`src/ecc_settings.svh`:
```
`ifndef ECC_SETTINGS_SVH
`define ECC_SETTINGS_SVH

// payload and check bits of one protected word.
`define ECC_DATA_WIDTH  37
`define ECC_CHECK_WIDTH 7

// the word array is fully decoded, so depth is 2**addr width.
`define ECC_ADDR_WIDTH  6
`define ECC_MEM_DEPTH   64

`define ECC_COUNT_WIDTH 16

`endif

```
`src/ecc_pkg.sv`:
```
`default_nettype none

`include "ecc_settings.svh"

package ecc_pkg;

    typedef logic [`ECC_DATA_WIDTH-1:0]  ecc_data_t;
    typedef logic [`ECC_CHECK_WIDTH-1:0] ecc_check_t;   // check word and syndrome.
    typedef logic [`ECC_ADDR_WIDTH-1:0]  ecc_addr_t;
    typedef logic [`ECC_COUNT_WIDTH-1:0] ecc_count_t;

    // Each check bit is the even parity of the data columns selected by its row mask.
    // Data columns all have odd weight, so single and double errors stay apart.
    function automatic ecc_check_t ecc_parity(input ecc_data_t d);
        ecc_check_t p;
        p[0] = ^(d & 37'h1556AAAD5B);
        p[1] = ^(d & 37'h199B33366D);
        p[2] = ^(d & 37'h01E3C3C78E);
        p[3] = ^(d & 37'h1E03FC07F0);
        p[4] = ^(d & 37'h0003FFF800);   // columns 11 to 25.
        p[5] = ^(d & 37'h1FFC000000);   // columns 26 to 36.
        p[6] = ^(d & 37'h132DA65CB7);
        return p;
    endfunction

endpackage

`default_nettype wire

```
`src/ecc_37_codec.sv`:
```
`timescale 1ns/100ps
`default_nettype none

module ecc_37_codec (
    input  ecc_pkg::ecc_data_t  data_in,
    input  ecc_pkg::ecc_check_t parity_in,
    input  logic                bypass,
    output ecc_pkg::ecc_data_t  data_out,
    output ecc_pkg::ecc_check_t parity_out,
    output logic                sbit_err,
    output logic                dbit_err
);
    import ecc_pkg::*;

    ecc_check_t syndrome;
    ecc_data_t  mask;
    logic       single_err;
    logic       double_err;

    assign parity_out = ecc_parity(data_in);    // parity of the word as it was read.
    assign syndrome   = parity_in ^ parity_out;

    always_comb begin
        mask       = '0;
        single_err = 1'b1;
        double_err = 1'b0;
        case (syndrome)
            7'h00: single_err = 1'b0;   // clean word.
            7'h43: mask[0]  = 1'b1;
            7'h45: mask[1]  = 1'b1;
            7'h46: mask[2]  = 1'b1;
            7'h07: mask[3]  = 1'b1;
            7'h49: mask[4]  = 1'b1;
            7'h4A: mask[5]  = 1'b1;
            7'h0B: mask[6]  = 1'b1;
            7'h4C: mask[7]  = 1'b1;
            7'h0D: mask[8]  = 1'b1;
            7'h0E: mask[9]  = 1'b1;
            7'h4F: mask[10] = 1'b1;
            7'h51: mask[11] = 1'b1;
            7'h52: mask[12] = 1'b1;
            7'h13: mask[13] = 1'b1;
            7'h54: mask[14] = 1'b1;
            7'h15: mask[15] = 1'b1;
            7'h16: mask[16] = 1'b1;
            7'h57: mask[17] = 1'b1;
            7'h58: mask[18] = 1'b1;
            7'h19: mask[19] = 1'b1;
            7'h1A: mask[20] = 1'b1;
            7'h5B: mask[21] = 1'b1;
            7'h1C: mask[22] = 1'b1;
            7'h5D: mask[23] = 1'b1;
            7'h5E: mask[24] = 1'b1;
            7'h1F: mask[25] = 1'b1;
            7'h61: mask[26] = 1'b1;
            7'h62: mask[27] = 1'b1;
            7'h23: mask[28] = 1'b1;
            7'h64: mask[29] = 1'b1;
            7'h25: mask[30] = 1'b1;
            7'h26: mask[31] = 1'b1;
            7'h67: mask[32] = 1'b1;
            7'h68: mask[33] = 1'b1;
            7'h29: mask[34] = 1'b1;
            7'h2A: mask[35] = 1'b1;
            7'h6B: mask[36] = 1'b1;
            7'h40, 7'h20, 7'h10, 7'h08, 7'h04, 7'h02, 7'h01: begin
                mask = '0;  // a check bit flipped, the data is intact.
            end
            default: begin
                single_err = 1'b0;  // even weight, so two bits flipped.
                double_err = 1'b1;
            end
        endcase
    end

    // Bypass hands the raw stored word through for fault inspection.
    assign data_out = bypass ? data_in : (data_in ^ mask);
    assign sbit_err = !bypass && single_err;
    assign dbit_err = !bypass && double_err;

endmodule

`default_nettype wire

```
`src/ecc_error_log.sv`:
```
`timescale 1ns/100ps
`default_nettype none

module ecc_error_log (
    input  logic                clk,
    input  logic                reset,
    input  logic                rd_valid,
    input  logic                sbit_err,
    input  logic                dbit_err,
    input  ecc_pkg::ecc_addr_t  rd_addr_q,
    input  logic                log_clear,
    output ecc_pkg::ecc_count_t sbit_count,
    output ecc_pkg::ecc_count_t dbit_count,
    output ecc_pkg::ecc_addr_t  last_err_addr
);

    logic flagged;

    assign flagged = rd_valid && (sbit_err || dbit_err);

    always_ff @(posedge clk) begin
        if (reset || log_clear) begin
            sbit_count    <= '0;
            dbit_count    <= '0;
            last_err_addr <= '0;
        end else begin
            if (rd_valid && sbit_err && !(&sbit_count)) begin
                sbit_count <= sbit_count + 1'b1;    // holds once all ones.
            end
            if (rd_valid && dbit_err && !(&dbit_count)) begin
                dbit_count <= dbit_count + 1'b1;
            end
            if (flagged) begin
                last_err_addr <= rd_addr_q;
            end
        end
    end

    counts_monotonic: assert property (@(posedge clk) disable iff (reset)
        !log_clear |=> (sbit_count >= $past(sbit_count)) &&
                       (dbit_count >= $past(dbit_count)));

endmodule

`default_nettype wire

```
`src/ecc_mem_top.sv`:
```
`timescale 1ns/100ps
`default_nettype none

module ecc_mem_top (
    input  logic                clk,
    input  logic                reset,
    input  logic                wr_en,
    input  ecc_pkg::ecc_addr_t  wr_addr,
    input  ecc_pkg::ecc_data_t  wr_data,
    input  ecc_pkg::ecc_data_t  inject_data,
    input  ecc_pkg::ecc_check_t inject_check,
    input  logic                rd_en,
    input  ecc_pkg::ecc_addr_t  rd_addr,
    input  logic                bypass,
    output ecc_pkg::ecc_data_t  rd_data,
    output logic                rd_valid,
    output logic                sbit_err,
    output logic                dbit_err,
    input  logic                log_clear,
    output ecc_pkg::ecc_count_t sbit_count,
    output ecc_pkg::ecc_count_t dbit_count,
    output ecc_pkg::ecc_addr_t  last_err_addr
);
    import ecc_pkg::*;

    ecc_data_t  stored_data;
    ecc_check_t stored_check;
    ecc_addr_t  rd_addr_q;

    ecc_word_store u_store (
        .clk          (clk),
        .reset        (reset),
        .wr_en        (wr_en),
        .wr_addr      (wr_addr),
        .wr_data      (wr_data),
        .inject_data  (inject_data),
        .inject_check (inject_check),
        .rd_en        (rd_en),
        .rd_addr      (rd_addr),
        .stored_data  (stored_data),
        .stored_check (stored_check),
        .rd_valid     (rd_valid),
        .rd_addr_q    (rd_addr_q)
    );

    // decode happens in the cycle the registered word is valid.
    ecc_37_codec u_codec (
        .data_in    (stored_data),
        .parity_in  (stored_check),
        .bypass     (bypass),
        .data_out   (rd_data),
        .parity_out (),
        .sbit_err   (sbit_err),
        .dbit_err   (dbit_err)
    );

    ecc_error_log u_log (
        .clk           (clk),
        .reset         (reset),
        .rd_valid      (rd_valid),
        .sbit_err      (sbit_err),
        .dbit_err      (dbit_err),
        .rd_addr_q     (rd_addr_q),
        .log_clear     (log_clear),
        .sbit_count    (sbit_count),
        .dbit_count    (dbit_count),
        .last_err_addr (last_err_addr)
    );

endmodule

`default_nettype wire

```
`src/ecc_word_store.sv`:
```
`timescale 1ns/100ps
`default_nettype none

`include "ecc_settings.svh"

module ecc_word_store (
    input  logic                clk,
    input  logic                reset,
    input  logic                wr_en,
    input  ecc_pkg::ecc_addr_t  wr_addr,
    input  ecc_pkg::ecc_data_t  wr_data,
    input  ecc_pkg::ecc_data_t  inject_data,
    input  ecc_pkg::ecc_check_t inject_check,
    input  logic                rd_en,
    input  ecc_pkg::ecc_addr_t  rd_addr,
    output ecc_pkg::ecc_data_t  stored_data,
    output ecc_pkg::ecc_check_t stored_check,
    output logic                rd_valid,
    output ecc_pkg::ecc_addr_t  rd_addr_q
);
    import ecc_pkg::*;

    ecc_data_t  data_mem  [`ECC_MEM_DEPTH];
    ecc_check_t check_mem [`ECC_MEM_DEPTH];

    // check bits come from the clean data, so the masks model faults in the array.
    always_ff @(posedge clk) begin
        if (wr_en) begin
            data_mem[wr_addr]  <= wr_data ^ inject_data;
            check_mem[wr_addr] <= ecc_parity(wr_data) ^ inject_check;
        end
    end

    always_ff @(posedge clk) begin
        if (rd_en) begin
            stored_data  <= data_mem[rd_addr];
            stored_check <= check_mem[rd_addr];
            rd_addr_q    <= rd_addr;    // kept for the error log.
        end
    end

    always_ff @(posedge clk) begin
        if (reset) begin
            rd_valid <= 1'b0;
        end else begin
            rd_valid <= rd_en;
        end
    end

    wr_addr_known: assert property (@(posedge clk) disable iff (reset)
        wr_en |-> !$isunknown(wr_addr));

    rd_addr_known: assert property (@(posedge clk) disable iff (reset)
        rd_en |-> !$isunknown(rd_addr));

endmodule

`default_nettype wire

```
`config.mk`:
```
export PLATFORM = sky130hd
export DESIGN_NAME = ecc_mem_top
export DESIGN_NICKNAME = d
export VERILOG_FILES = /design/src/ecc_pkg.sv /design/src/ecc_37_codec.sv /design/src/ecc_error_log.sv /design/src/ecc_mem_top.sv /design/src/ecc_word_store.sv
export VERILOG_INCLUDE_DIRS = /design/src
export SDC_FILE = /design/constraint.sdc
export NUM_CORES = 2
export LEC_CHECK = 0
export BUFFER_PORTS_ARGS = -buffer_cell sky130_fd_sc_hd__buf_2
export CORE_MARGIN = 1
export CORE_UTILIZATION = 40
export DETAILED_ROUTE_END_ITERATION = 10
export PLACE_DENSITY = 0.53
export SLEW_MARGIN = 20
export SYNTH_ARGS = -nofsm -noshare
export SYNTH_HDL_FRONTEND = slang
export SYNTH_HIERARCHICAL = 1
export SYNTH_SLANG_ARGS = --single-unit
```
`constraint.sdc`:
```
create_clock -name clk -period 4.5 [get_ports clk]
set_input_delay 0.45 -clock clk [delete_from_list [all_inputs] [get_ports clk]]
set_output_delay 0.45 -clock clk [all_outputs]
set_load 0.005 [all_outputs]
```
==> summary.txt <==
Critical path
  – WP data arrival: 4.42 ns
  – CP endpoint kind: output pin
  – Flop2flop setup slack: -0.14 ns
  – Worst R2R Path Depth: 19
  – Worst Path Max Fanout: 3
  – R2r endpoint: u_log/sbit_count[11]$_SDFFE_PP0P_
  – Critical R2R Launch: u_store/stored_data[17]$_DFFE_PP_
  – Critical path required time: 4.05 ns
  – Setup crit start kind: flop
  – WS Path Type: reg -> out

Global route
  – GRT Util Overall: 22.8%
  – Overflow after GRT: 0
  – First-pass GRT wire length: 455000 µm
  – Largest net degree at the start of global routing: 81
  – Initial antenna violation count: 16
  – Vias in the first global route: 57600

Layout
  – Share of layout cells above drive strength 1: approximately a third
  – Synthesis-to-layout area growth: 17.7%
  – Most common cell after layout, fill and taps aside: edfxtp_1
  – Final #Nets: 5820
  – Final Non-Filler Cells: approximately 9700
  – Post-Layout Inst Area: 133000 µm²
  – Most frequent cells in the layout: edfxtp_1, mux4_2, buf_4

Timing
  – Tcrit/Tclk final: 108%
  – WHS: 0.0968 ns
  – Worst slew pin tran: 1.18 ns
  – Clock Skews: 0.0334 ns
  – RSZ-0062 raised after global routing: true
  – Fmax: 205 MHz
  – Relative slew slack: 21.2%
  – Final worst setup slack: -0.374 ns
  – Post-layout minimum cycle time: 4.87 ns
  – Slew Limit Fails: 0
  – Hold Fails Final Rpt: 0
  – Final setup viols: 7
  – Total negative slack: -1.15 ns

Drt
  – WL per Instance: roughly 34 µm
  – DR DRC count: 8
  – DR vias: roughly 57000
  – Initial drt markers: ~6600
  – Drt total wl: 327000 µm
  – DR vias/cell: 5.87
  – Antenna-violating nets left: 0
  – Drt pass-1 iters: 8

Synth
  – Mapped cell area: 113000 µm²
  – Syn Inst Count: just over 5000
  – Yosys warnings: 6
  – Synth Net Count: between 5000 and 6000
  – Syn Area/Cell: 22.2 µm²

Floorplan
  – Initial Util: 40.3%
  – DIE WIDTH: 533 µm
  – IO Count: 177
  – Core area: 280000 µm²
  – Chip Height: approximately 530 µm
  – Die area: 284000 µm²
  – Cell Rows: 194

Placement
  – Area after DPL: roughly 120000 µm²
  – RePlAce Congestion: 0.859
  – Port bufs: 176
  – Placed Instances: a little over 9000
  – Post-detail-place hpwl: around 190000 µm

CTS
  – Clock slew at the register clock pins of the worst setup and hold paths: about 0.060 ns
  – Clk sink count: 2905
  – CTS Root Cell: clkbuf_16
  – Clock Latency Late Sink: roughly 0.86 ns
  – CTS H-tree lvls: 5
  – CTS tree: yes
  – CTS Buf Count: 307
  – Clock Path Buffers: 4

Min path
  – Worst hold path depth: 3
  – Hold Path End: u_log/sbit_count[11]$_SDFFE_PP0P_
  – Hold Path Class: in -> reg
  – Hold Startpoint: log_clear

Power and ir drop
  – Leak: 41.7 nW
  – P per Cell Area: 504 nW/µm²
  – Max rail drop VDD: 0.000719 V
  – Sequential power share: 47.6%
  – Internal power: 50.0 mW
  – Clock share of power: 36.5%
  – Net load switching power: 16.8 mW
  – Logic gate share of total power: 15.9%
  – Switching part of the total: approximately 25%

Outcome
  – Outcome: complete, but fails checks
  – Failing checks: DRC, setup timing

Run
  – Max cap viols: 0
[worst max path at each step]
stage | from | endpoint | slack (ns) | depth (start not counted)
global route | u_store/stored_data[17]$_DFFE_PP_ | sbit_err | -0.50 | 15
CTS | u_store/stored_data[9]$_DFFE_PP_ | dbit_err | -0.43 | 14
global placement | u_store/stored_data[11]$_DFFE_PP_ | u_log/dbit_count[9]$_SDFFE_PP0P_ | -0.25 | 16
floorplan | u_store/stored_data[17]$_DFFE_PP_ | u_log/dbit_count[9]$_SDFFE_PP0P_ | -0.04 | 13
finish | u_store/stored_data[17]$_DFFE_PP_ | sbit_err | -0.37 | 15
detailed placement | u_store/stored_data[17]$_DFFE_PP_ | u_log/dbit_count[9]$_SDFFE_PP0P_ | -0.23 | 16
[routing by layer]
metal / part of all wire (%) / vias to the layer above / wire length (µm) / track usage (%)
met5: 0.0040 / - / 13 / 0
met4: 2.7 / 2 / 8750 / 6.36
met3: 6.4 / 428 / 20900 / 3.09
met2: 48 / 2074 / 158000 / 36.9
met1: 43 / 31400 / 139000 / 32.5
li1: - / 22900 / - / -
[power groups by stage]
stage	Combinational [mW]	Clock, mW	Sequential (mW)
6_report	10.6	24.4	31.8
5_1_grt	11.2	25.8	31.8
4_1_cts	10.2	24.8	31.8
3_5_place_dp	9.50	0	32.4
3_3_place_gp	9.41	0	32.3
2_1_floorplan	5.13	0	32.5
[critical path, cell delays in order (launching register included)]
cell      delay [ns]
edfxtp_1        0.41
buf_6           0.15
xnor2_2         0.14
buf_4           0.13
xnor3_2         0.44
xnor2_2         0.22
xnor3_2         0.34
xnor2_4         0.19
buf_6           0.12
buf_6           0.10
xor2_2          0.12
nor2_1          0.06
or4_4           0.53
o31a_1          0.33
buf_4           0.16
buf_2           0.12
[registers in the layout, indices dropped and copies added (netlist names), 6 cells and up]
signal,flops
u_store/data_mem,2368
u_store/check_mem,448
u_store/stored_data,37
u_log/dbit_count,16
u_log/sbit_count,16
u_store/stored_check,7
u_log/last_err_addr,6
u_store/rd_addr_q,6
[through the flow]
stage | util, % | power [mW] | setup WS [ns]
3_5_place_dp | 43.8 | 41.9 | -0.232
3_3_place_gp | 43.8 | 41.8 | -0.247
2_1_floorplan | - | 37.6 | -0.0444
5_1_grt | 47.4 | 68.8 | -0.498
4_1_cts | 47.3 | 66.7 | -0.433
6_report | 47.4 | 66.8 | -0.374
[what timing repair did]
action                                  in CTS  in global routing
buffers inserted                            10                 10
hold buffers                                 3                  0
pin swaps                                   24                 20
endpoints found under the setup margin      54                 40
resized for setup                           25                 49
hold endpoints to repair                     5                  0
cloned                                       0                  0
[layout make-up]
| type | instances | area (µm²) |
|---|---|---|
| diodes | 10 | 25.0 |
| clock buffers | 375 | 8130 |
| clock inverters | 156 | 1350 |
| fillers | 23200 | 147000 |
| inverters | 6 | 22.5 |
| multi-input cells | 1892 | 26100 |
| flip-flops and latches | 2905 | 86800 |
| well taps | 3724 | 4660 |
| repair buffers | 607 | 5480 |
Power figures use the tool's default switching activity.
